===== src/include/uart_defines.svh =====
`ifndef UART_DEFINES_SVH
`define UART_DEFINES_SVH

// FIFO geometry
`define UART_FIFO_WORDS     32
`define UART_FIFO_ADR       5       // Pointer width, word count is one bit wider

// Data and bus widths
`define UART_DATA_W         8
`define UART_BUS_DW         32
`define UART_BUS_AW         4

// Clocks per bit minus one
`define UART_BEAT           15

// Control register bits
`define UART_CTL_RUN        0

// Status register bit positions
`define UART_STA_TX_EP      0
`define UART_STA_TX_FL      1
`define UART_STA_TX_WRDS    2       // 6 bit field
`define UART_STA_RX_EP      8
`define UART_STA_RX_FL      9
`define UART_STA_RX_WRDS    10      // 6 bit field

`endif


===== src/source/uart_pkg.sv =====
`include "uart_defines.svh"

package uart_pkg;

    // Local bus request
    typedef struct packed {
        logic [`UART_BUS_AW-1:0]    adr;
        logic                       wr;
        logic                       rd;
        logic [`UART_BUS_DW-1:0]    din;
    } bus_req_t;

    // Local bus response
    typedef struct packed {
        logic [`UART_BUS_DW-1:0]    dout;
        logic                       vld;
    } bus_rsp_t;

    // FIFO fill state as seen by the status register
    typedef struct packed {
        logic                       ep;     // Empty
        logic                       fl;     // Full
        logic [`UART_FIFO_ADR:0]    wrds;   // Used words
    } fifo_status_t;

    typedef enum logic [`UART_BUS_AW-1:0] {
        REG_CTL = 4'd0,
        REG_STA = 4'd1,
        REG_TXD = 4'd2,
        REG_RXD = 4'd3
    } reg_addr_e;

    // Shared by both serial engines
    typedef enum logic {
        ST_IDLE,
        ST_SHIFT
    } uart_state_e;

endpackage


===== src/source/uart_fifo.sv =====
`timescale 1ns/1ps
`include "uart_defines.svh"

module uart_fifo
    import uart_pkg::*;
(
    input  logic                        CLK_IN,
    input  logic                        RST_IN,
    input  logic                        clr,
    input  logic                        wr,
    input  logic                        rd,
    input  logic [`UART_DATA_W-1:0]     din,
    output logic [`UART_DATA_W-1:0]     dout,
    output fifo_status_t                status
);

    logic [`UART_DATA_W-1:0]    mem [`UART_FIFO_WORDS];
    logic [`UART_FIFO_ADR-1:0]  wp;
    logic [`UART_FIFO_ADR-1:0]  rp;
    logic [`UART_FIFO_ADR:0]    cnt;
    logic                       ep;
    logic                       fl;
    logic                       we;
    logic                       re;

    assign ep = (cnt == 0);
    assign fl = (cnt == `UART_FIFO_WORDS);

    // Full writes and empty reads are dropped
    assign we = wr && !fl;
    assign re = rd && !ep;

    // Storage
    always_ff @(posedge CLK_IN)
    begin
        if (we)
            mem[wp] <= din;
    end

    // Pointers and word count
    always_ff @(posedge CLK_IN or posedge RST_IN)
    begin
        if (RST_IN)
        begin
            wp  <= '0;
            rp  <= '0;
            cnt <= '0;
        end
        else if (clr)
        begin
            wp  <= '0;
            rp  <= '0;
            cnt <= '0;
        end
        else
        begin
            if (we)
                wp <= wp + 1'b1;    // Wraps at depth
            if (re)
                rp <= rp + 1'b1;

            if (we && !re)
                cnt <= cnt + 1'b1;
            else if (re && !we)
                cnt <= cnt - 1'b1;
        end
    end

    assign dout = mem[rp];  // Show-ahead head

    assign status.ep   = ep;
    assign status.fl   = fl;
    assign status.wrds = cnt;

endmodule


===== src/source/uart_tx.sv =====
`timescale 1ns/1ps
`include "uart_defines.svh"

module uart_tx
    import uart_pkg::*;
(
    input  logic                        CLK_IN,
    input  logic                        RST_IN,
    input  logic                        run,
    input  logic [`UART_DATA_W-1:0]     fifo_dout,
    input  logic                        fifo_ep,
    output logic                        fifo_rd,
    output logic                        tx_line
);

    uart_state_e                sm_cur;
    uart_state_e                sm_nxt;
    logic [15:0]                beat_cnt;
    logic                       beat_end;
    logic                       beat_end_q;
    logic                       beat;
    logic [3:0]                 bit_cnt;
    logic                       bit_cnt_end;
    logic                       bit_cnt_ld;
    logic                       bit_cnt_dec;
    logic [`UART_DATA_W:0]      shft;   // Data plus start bit
    logic                       shft_ld;
    logic                       shft_nxt;

    // Beat generator, free running while enabled
    always_ff @(posedge CLK_IN or posedge RST_IN)
    begin
        if (RST_IN)
            beat_cnt <= '0;
        else if (!run)
            beat_cnt <= '0;
        else if (beat_end)
            beat_cnt <= 16'(`UART_BEAT);
        else
            beat_cnt <= beat_cnt - 1'b1;
    end

    assign beat_end = (beat_cnt == 0);

    always_ff @(posedge CLK_IN or posedge RST_IN)
    begin
        if (RST_IN)
            beat_end_q <= 1'b1;
        else
            beat_end_q <= beat_end;
    end

    assign beat = run && beat_end && !beat_end_q;   // One clock per bit period

    always_ff @(posedge CLK_IN or posedge RST_IN)
    begin
        if (RST_IN)
            sm_cur <= ST_IDLE;
        else if (run)
            sm_cur <= sm_nxt;
        else
            sm_cur <= ST_IDLE;
    end

    always_comb
    begin
        sm_nxt      = sm_cur;
        fifo_rd     = 1'b0;
        shft_ld     = 1'b0;
        shft_nxt    = 1'b0;
        bit_cnt_ld  = 1'b0;
        bit_cnt_dec = 1'b0;

        unique case (sm_cur)
            ST_IDLE:
            begin
                // Start a frame on a beat when data is waiting
                if (beat && !fifo_ep)
                begin
                    fifo_rd    = 1'b1;
                    shft_ld    = 1'b1;
                    bit_cnt_ld = 1'b1;
                    sm_nxt     = ST_SHIFT;
                end
            end

            ST_SHIFT:
            begin
                if (beat)
                begin
                    if (bit_cnt_end)
                        sm_nxt = ST_IDLE;   // Stop bit stays on the line
                    else
                    begin
                        shft_nxt    = 1'b1;
                        bit_cnt_dec = 1'b1;
                    end
                end
            end

            default:
                sm_nxt = ST_IDLE;
        endcase
    end

    // Bits remaining after the start bit
    always_ff @(posedge CLK_IN or posedge RST_IN)
    begin
        if (RST_IN)
            bit_cnt <= '0;
        else if (bit_cnt_ld)
            bit_cnt <= 4'd9;
        else if (bit_cnt_dec)
            bit_cnt <= bit_cnt - 1'b1;
    end

    assign bit_cnt_end = (bit_cnt == 0);

    // Ones shift in behind the data and form the stop bit
    always_ff @(posedge CLK_IN or posedge RST_IN)
    begin
        if (RST_IN)
            shft <= '1;
        else if (!run)
            shft <= '1;
        else if (shft_ld)
            shft <= {fifo_dout, 1'b0};
        else if (shft_nxt)
            shft <= {1'b1, shft[`UART_DATA_W:1]};
    end

    // Line register, idles high
    always_ff @(posedge CLK_IN or posedge RST_IN)
    begin
        if (RST_IN)
            tx_line <= 1'b1;
        else if (!run)
            tx_line <= 1'b1;
        else
            tx_line <= shft[0];
    end

endmodule


===== src/source/uart_rx.sv =====
`timescale 1ns/1ps
`include "uart_defines.svh"

module uart_rx
    import uart_pkg::*;
(
    input  logic                        CLK_IN,
    input  logic                        RST_IN,
    input  logic                        run,
    input  logic                        rx_line,
    output logic                        fifo_wr,
    output logic [`UART_DATA_W-1:0]     fifo_din
);

    uart_state_e                sm_cur;
    uart_state_e                sm_nxt;
    logic                       rx_q;
    logic                       rx_qq;
    logic                       str;
    logic                       beat_ld;
    logic                       beat_act;
    logic [15:0]                beat_cnt;
    logic                       beat_end;
    logic                       beat_end_q;
    logic                       beat;
    logic [3:0]                 bit_cnt;
    logic                       bit_cnt_end;
    logic                       bit_cnt_ld;
    logic                       bit_cnt_dec;
    logic [`UART_DATA_W-1:0]    shft;
    logic                       shft_nxt;

    // Line register plus one stage for the edge detector
    always_ff @(posedge CLK_IN or posedge RST_IN)
    begin
        if (RST_IN)
        begin
            rx_q  <= 1'b1;
            rx_qq <= 1'b1;
        end
        else
        begin
            rx_q  <= rx_line;
            rx_qq <= rx_q;
        end
    end

    assign str = rx_qq && !rx_q;    // Falling edge

    // Beat counter only runs inside a frame
    assign beat_act = run && (sm_nxt == ST_SHIFT);

    always_ff @(posedge CLK_IN or posedge RST_IN)
    begin
        if (RST_IN)
            beat_cnt <= '0;
        else if (!beat_act)
            beat_cnt <= '0;
        else if (beat_ld)
            beat_cnt <= 16'(`UART_BEAT / 2);   // Mid-bit alignment
        else if (beat_end)
            beat_cnt <= 16'(`UART_BEAT);
        else
            beat_cnt <= beat_cnt - 1'b1;
    end

    assign beat_end = (beat_cnt == 0);

    always_ff @(posedge CLK_IN or posedge RST_IN)
    begin
        if (RST_IN)
            beat_end_q <= 1'b1;
        else
            beat_end_q <= beat_end;
    end

    assign beat = beat_end && !beat_end_q;

    always_ff @(posedge CLK_IN or posedge RST_IN)
    begin
        if (RST_IN)
            sm_cur <= ST_IDLE;
        else if (run)
            sm_cur <= sm_nxt;
        else
            sm_cur <= ST_IDLE;
    end

    always_comb
    begin
        sm_nxt      = sm_cur;
        beat_ld     = 1'b0;
        fifo_wr     = 1'b0;
        shft_nxt    = 1'b0;
        bit_cnt_ld  = 1'b0;
        bit_cnt_dec = 1'b0;

        unique case (sm_cur)
            ST_IDLE:
            begin
                if (str)
                begin
                    beat_ld    = 1'b1;
                    bit_cnt_ld = 1'b1;
                    sm_nxt     = ST_SHIFT;
                end
            end

            ST_SHIFT:
            begin
                if (beat)
                begin
                    // Tenth beat lands in the stop bit, which is not checked
                    if (bit_cnt_end)
                    begin
                        fifo_wr = 1'b1;
                        sm_nxt  = ST_IDLE;
                    end
                    else
                    begin
                        shft_nxt    = 1'b1;
                        bit_cnt_dec = 1'b1;
                    end
                end
            end

            default:
                sm_nxt = ST_IDLE;
        endcase
    end

    always_ff @(posedge CLK_IN or posedge RST_IN)
    begin
        if (RST_IN)
            bit_cnt <= '0;
        else if (bit_cnt_ld)
            bit_cnt <= 4'd9;
        else if (bit_cnt_dec)
            bit_cnt <= bit_cnt - 1'b1;
    end

    assign bit_cnt_end = (bit_cnt == 0);

    // Start bit falls out the bottom after nine samples
    always_ff @(posedge CLK_IN)
    begin
        if (shft_nxt)
            shft <= {rx_q, shft[`UART_DATA_W-1:1]};
    end

    assign fifo_din = shft;

endmodule


===== src/source/uart_regs.sv =====
`timescale 1ns/1ps
`include "uart_defines.svh"

module uart_regs
    import uart_pkg::*;
(
    input  logic                        CLK_IN,
    input  logic                        RST_IN,
    input  bus_req_t                    bus_req,
    output bus_rsp_t                    bus_rsp,
    output logic                        run,
    output logic                        tx_wr,
    output logic [`UART_DATA_W-1:0]     tx_din,
    output logic                        rx_rd,
    input  fifo_status_t                tx_status,
    input  fifo_status_t                rx_status,
    input  logic [`UART_DATA_W-1:0]     rx_dout
);

    bus_req_t                   req_q;
    reg_addr_e                  adr_sel;
    logic                       rd_q;
    logic [`UART_BUS_DW-1:0]    sta;
    logic [`UART_BUS_DW-1:0]    dout;

    // Bus input registers
    always_ff @(posedge CLK_IN or posedge RST_IN)
    begin
        if (RST_IN)
            req_q <= '0;
        else
            req_q <= bus_req;
    end

    assign adr_sel = reg_addr_e'(req_q.adr);

    // Control register
    always_ff @(posedge CLK_IN or posedge RST_IN)
    begin
        if (RST_IN)
            run <= 1'b0;
        else if (req_q.wr && adr_sel == REG_CTL)
            run <= req_q.din[`UART_CTL_RUN];
    end

    // Status word from both FIFOs
    always_comb
    begin
        sta = '0;
        sta[`UART_STA_TX_EP] = tx_status.ep;
        sta[`UART_STA_TX_FL] = tx_status.fl;
        sta[`UART_STA_TX_WRDS +: `UART_FIFO_ADR+1] = tx_status.wrds;
        sta[`UART_STA_RX_EP] = rx_status.ep;
        sta[`UART_STA_RX_FL] = rx_status.fl;
        sta[`UART_STA_RX_WRDS +: `UART_FIFO_ADR+1] = rx_status.wrds;
    end

    // Read multiplexer
    always_comb
    begin
        dout = '0;
        unique case (adr_sel)
            REG_CTL: dout[`UART_CTL_RUN] = run;
            REG_STA: dout = sta;
            REG_RXD: dout[`UART_DATA_W-1:0] = rx_dout;  // Head before the pop
            default: dout = '0;
        endcase
    end

    assign bus_rsp.dout = dout;
    assign bus_rsp.vld  = req_q.rd;     // Echo of the registered read

    // Previous read level for the pop edge
    always_ff @(posedge CLK_IN or posedge RST_IN)
    begin
        if (RST_IN)
            rd_q <= 1'b0;
        else
            rd_q <= req_q.rd;
    end

    assign rx_rd  = req_q.rd && !rd_q && (adr_sel == REG_RXD);
    assign tx_wr  = req_q.wr && (adr_sel == REG_TXD);
    assign tx_din = req_q.din[`UART_DATA_W-1:0];

endmodule


===== src/source/uart_top.sv =====
`timescale 1ns/1ps
`include "uart_defines.svh"

module uart_top
    import uart_pkg::*;
(
    input  logic        CLK_IN,
    input  logic        RST_IN,
    input  bus_req_t    bus_req,
    output bus_rsp_t    bus_rsp,
    input  logic        uart_rx_in,
    output logic        uart_tx_out
);

    logic                       run;
    logic                       tx_wr;
    logic [`UART_DATA_W-1:0]    tx_din;
    logic                       tx_rd;
    logic [`UART_DATA_W-1:0]    tx_dout;
    fifo_status_t               tx_status;
    logic                       rx_wr;
    logic [`UART_DATA_W-1:0]    rx_din;
    logic                       rx_rd;
    logic [`UART_DATA_W-1:0]    rx_dout;
    fifo_status_t               rx_status;

    uart_regs i_uart_regs
    (
        .CLK_IN     (CLK_IN),
        .RST_IN     (RST_IN),
        .bus_req    (bus_req),
        .bus_rsp    (bus_rsp),
        .run        (run),
        .tx_wr      (tx_wr),
        .tx_din     (tx_din),
        .rx_rd      (rx_rd),
        .tx_status  (tx_status),
        .rx_status  (rx_status),
        .rx_dout    (rx_dout)
    );

    // Both FIFOs flush while stopped
    uart_fifo tx_fifo
    (
        .CLK_IN     (CLK_IN),
        .RST_IN     (RST_IN),
        .clr        (~run),
        .wr         (tx_wr),
        .rd         (tx_rd),
        .din        (tx_din),
        .dout       (tx_dout),
        .status     (tx_status)
    );

    uart_fifo rx_fifo
    (
        .CLK_IN     (CLK_IN),
        .RST_IN     (RST_IN),
        .clr        (~run),
        .wr         (rx_wr),
        .rd         (rx_rd),
        .din        (rx_din),
        .dout       (rx_dout),
        .status     (rx_status)
    );

    uart_tx i_uart_tx
    (
        .CLK_IN     (CLK_IN),
        .RST_IN     (RST_IN),
        .run        (run),
        .fifo_dout  (tx_dout),
        .fifo_ep    (tx_status.ep),
        .fifo_rd    (tx_rd),
        .tx_line    (uart_tx_out)
    );

    uart_rx i_uart_rx
    (
        .CLK_IN     (CLK_IN),
        .RST_IN     (RST_IN),
        .run        (run),
        .rx_line    (uart_rx_in),
        .fifo_wr    (rx_wr),
        .fifo_din   (rx_din)
    );

endmodule


===== config.mk =====
export PLATFORM = sky130hd
export DESIGN_NAME = uart_top
export DESIGN_NICKNAME = d
export VERILOG_FILES = /design/src/source/uart_pkg.sv /design/src/source/uart_fifo.sv /design/src/source/uart_tx.sv /design/src/source/uart_rx.sv /design/src/source/uart_regs.sv /design/src/source/uart_top.sv
export VERILOG_INCLUDE_DIRS = /design/src /design/src/include
export SDC_FILE = /design/constraint.sdc
export NUM_CORES = 1
export LEC_CHECK = 0
export BUFFER_PORTS_ARGS = -buffer_cell sky130_fd_sc_hd__buf_2
export CORE_MARGIN = 4
export CORE_UTILIZATION = 50
export DETAILED_ROUTE_END_ITERATION = 8
export PLACE_DENSITY = 0.66
export SLEW_MARGIN = 30
export SYNTH_ARGS = -nofsm -noshare
export SYNTH_HDL_FRONTEND = slang
export SYNTH_HIERARCHICAL = 1
export SYNTH_SLANG_ARGS = --single-unit

===== constraint.sdc =====
create_clock -name CLK_IN -period 9.65 [get_ports CLK_IN]
set_input_delay 0.965 -clock CLK_IN [delete_from_list [all_inputs] [get_ports CLK_IN]]
set_output_delay 0.965 -clock CLK_IN [all_outputs]
set_load 0.02 [all_outputs]

==> flow_summary.ini <==
[clocking]
path_clk_slew_ps = 60
numCtsBuffers = 59
worstSkewPairLatency_ps = 620
post_cts.resized_instances = 0
post_cts_hold_buffer_count = 0
clock-root-buffer = sky130_fd_sc_hd__clkbuf_16
cts.htree.levels = 2
tritoncts_clock_tree = built
ctsLongestPathBuffers = 3
clk_sink_count = 624
cts_post_setup_buffers_inserted = 0

[yosys]
yosysTopAreaCell = sky130_fd_sc_hd__edfxtp_1
postSynthRegisterBits = 624
synth-warning-count = 6
asyncSetResetFlopFracSynth_pct = 16.67
synth_edf_count = 520
synthesis.instances = 1606
ys_seq_area_share_pct = 69.93
yosys_most_used_dff = sky130_fd_sc_hd__edfxtp_1
synthesized_area_per_cell_um2 = 16.24
synthMostInstantiatedCell = sky130_fd_sc_hd__edfxtp_1
post-synth-top-area-fraction_pct = 59.88
yosys-top-cells-count = sky130_fd_sc_hd__edfxtp_1, sky130_fd_sc_hd__mux2i_1, sky130_fd_sc_hd__nor2_1, sky130_fd_sc_hd__dfrtp_1, sky130_fd_sc_hd__mux4_2
mappedNetlistArea_um2 = 26080
yosys-top-cells-area = sky130_fd_sc_hd__edfxtp_1, sky130_fd_sc_hd__dfrtp_1, sky130_fd_sc_hd__mux2i_1
ys_types = 70

[floorplanning]
die_area_um2 = 55870
fp.dieH_um = 236.4
core_area_um2 = 51510
die-width_um = 236.4
num_rows = 83
boundaryPins = 75
initial_utilization_pct = 50.63

[place]
dpl.cell_count = 2249
port_buffers = 34
post-dp-hpwl_um = 33860
gp_congestion = 0.8269

[routing]
detail_route.wl_per_cell_um = 23.07
remaining_drc_errors = 0
detail_route.first_pass.iterations = 5
drt_iter0_drc = 1304
route.final.wire_length_um = 54410
detail_route.vias_per_cell = 5.869
antenna_left = 0
num_vias = 13840

[grt]
grt_overflow_total = 0
first_pass_grt_wire_length_um = 83020
number_of_global_route_vias_before_repair = 13630
globalRouteTotalUtil_pct = 19.32
grt_start_max_net_pins = 63
number_of_antenna_violations_at_the_first_check_in_global_routing = 2

[pwr]
cellLeakagePower_uw = 0.009463
power_density_nw_per_um2 = 200.9
worst_ir_drop_vdd_v = 0.0001383

[sta]
timing.final.max_slew_violations = 0
slew-limit-headroom_pct = 39.99
fin_crit_sh_pct = 51.26
worst_pin_slew_ps = 900.2
setup_total_negative_slack_ps = 0
clock.fmax_mhz = 202.1
skew_ps = 20.11
layout_min_cycle_time_ps = 4947
final_hold_vios = 0
unrepaired_setup_endpoints_after_global_routing = false
setup_viol_count_final = 0

[critical_path]
setup.worst_path.start_class = register
cp_slowest_cell = sky130_fd_sc_hd__and2_1
cp_top_family = simple AND/OR/NAND/NOR gates
timing.critical_path.fanout_max = 29
worstPathBufferInverterCount = 2
crit_arrival_ps = 3980
worst_ep_required_time_ps = 8690
cpPeakStageDelay_ps = 690
cp_cell_sequence = buf_4 > and2_1 > a22o_1 > nor3_1 > a31oi_1 > o221ai_1 > nand3_1 > o21ai_0 > and2_1 > buf_2
worstSetupPathType = register to output port
setup.reg_to_reg.worst_slack_ps = 5370
critical_path_endpoint_category = output port
crit_path_frequent_cell = sky130_fd_sc_hd__and2_1

[layout]
postLayoutCoreUtil_pct = 55.76
nets = 1699
syn2layout_area_growth_pct = 10.14
layout-drive-gt1-share_pct = 16.80
layout.area.seq_um2 = 18260
n_antenna_cell = 0
fillerInstances = 3980
instances_no_fill = 2359
multi_input_area_um2 = 7181

[run]
drv_cap = 0

[run_status]
run_status = complete, no violations

[min_path]
timing.hold.worst.class = register to register
-- final cells by class --
type	instances	share of cell area (%)
inverters	33	0.4313
multi-input cells	855	25.00
clock buffers	71	5.445
repair buffers	58	1.311
flip-flops and latches	624	63.56
well taps	680	2.962
clock inverters	38	1.289
-- worst paths after layout --
kind	startpoint	end	cells past startpoint
hold / removal	i_uart_rx/rx_q$_DFF_PP1_	i_uart_rx/rx_qq$_DFF_PP1_	0
min in group asynchronous	RST_IN	i_uart_tx/beat_cnt[8]$_DFF_PP0_	2
setup / recovery	rx_fifo/rp[0]$_DFFE_PP0P_	bus_rsp[1]	10
setup reg to reg	i_uart_rx/beat_cnt[0]$_DFF_PP0_	rx_fifo/cnt[5]$_DFFE_PP0P_	14
max in group asynchronous	RST_IN	i_uart_regs/tx_din[0]$_DFF_PP0_	2
hold reg to reg	i_uart_rx/rx_q$_DFF_PP1_	i_uart_rx/rx_qq$_DFF_PP1_	0
-- flip-flops by register name, indices dropped and copies added, names as in the netlist, 4 cells and up --
name and flops:
tx_fifo/cnt 6, tx_fifo/mem 256, i_uart_rx/bit_cnt 4, rx_fifo/wp 5, rx_fifo/mem 256, rx_fifo/rp 5, i_uart_rx/fifo_din 8, i_uart_regs/tx_din 8
tx_fifo/wp 5, i_uart_tx/beat_cnt 16, i_uart_rx/beat_cnt 16, i_uart_tx/shft 9, rx_fifo/cnt 6, i_uart_tx/bit_cnt 4, tx_fifo/rp 5, i_uart_regs/adr_sel 4
-- metal layers --
| layer | routed length (um) | GRT usage [%] | up-vias |
|---|---|---|---|
| met1 | 24670 | 29.57 | 7124 |
| met2 | 24850 | 28.98 | 414 |
| met5 | 13 | 0 | - |
| li1 | - | - | 6230 |
| met4 | 1168 | 5.308 | 2 |
| met3 | 3710 | 3.344 | 74 |
-- cell families after synthesis --
kind of cell,synth area share (%)
AOI/OAI and AO/OA,5.206
xor gates and xnor gates,1.411
adders and majority gates,1.353
buffers and inverters,2.797
DFF,69.93
muxes,12.22
other,0.01438
and+or+nand+nor,7.072
-- stage by stage --
stage          area [um2]  power (uW)  worst slack [ps]  hold slack [ps]
2_1_floorplan       26130        3409              6225            359.3
3_3_place_gp        26710        3495              5264            377.0
3_5_place_dp        26770        3515              5400            376.0
4_1_cts             28710        5818              4730            383.1
5_1_grt             28720        5994              4455            387.8
6_report            28720        5771              4703            382.4
-- report_power, final --
group          switching [uW]  internal, uW  total, uW
clock network             968          1340       2310
logic                     268           154        422
registers                70.4          2970       3040
total                    1310          4460       5770
-- layout by cell type (no fill, tap or decap), types with 6 or more instances in the layout --
cell / count
sky130_fd_sc_hd__nand2_1: 44
sky130_fd_sc_hd__xor2_1: 25
sky130_fd_sc_hd__nand3b_1: 6
sky130_fd_sc_hd__clkinv_1: 13
sky130_fd_sc_hd__inv_1: 32
sky130_fd_sc_hd__nand4_1: 18
sky130_fd_sc_hd__nor3_1: 27
sky130_fd_sc_hd__clkbuf_1: 10
sky130_fd_sc_hd__o221ai_1: 16
sky130_fd_sc_hd__conb_1: 16
sky130_fd_sc_hd__bufinv_16: 7
sky130_fd_sc_hd__dfrtp_2: 10
sky130_fd_sc_hd__mux4_2: 64
sky130_fd_sc_hd__ha_1: 25
sky130_fd_sc_hd__or4_1: 6
sky130_fd_sc_hd__a31oi_1: 25
sky130_fd_sc_hd__clkbuf_16: 61
sky130_fd_sc_hd__and2_1: 8
sky130_fd_sc_hd__dfstp_2: 14
sky130_fd_sc_hd__nand3_1: 18
sky130_fd_sc_hd__o21ai_0: 18
sky130_fd_sc_hd__nor4_1: 7
sky130_fd_sc_hd__dfrtp_1: 78
sky130_fd_sc_hd__nand2b_1: 9
sky130_fd_sc_hd__a22o_1: 35
sky130_fd_sc_hd__xnor2_1: 17
sky130_fd_sc_hd__buf_2: 34
sky130_fd_sc_hd__mux2i_1: 171
sky130_fd_sc_hd__edfxtp_1: 520
sky130_fd_sc_hd__buf_4: 18
sky130_fd_sc_hd__and3_2: 10
sky130_fd_sc_hd__or3_1: 7
sky130_fd_sc_hd__nor2_1: 131
sky130_fd_sc_hd__o31ai_1: 8
sky130_fd_sc_hd__clkinv_2: 14
sky130_fd_sc_hd__a21oi_1: 37
sky130_fd_sc_hd__a22oi_1: 18
sky130_fd_sc_hd__nor2b_1: 11
No activity file was read; power rests on OpenSTA's default activity.
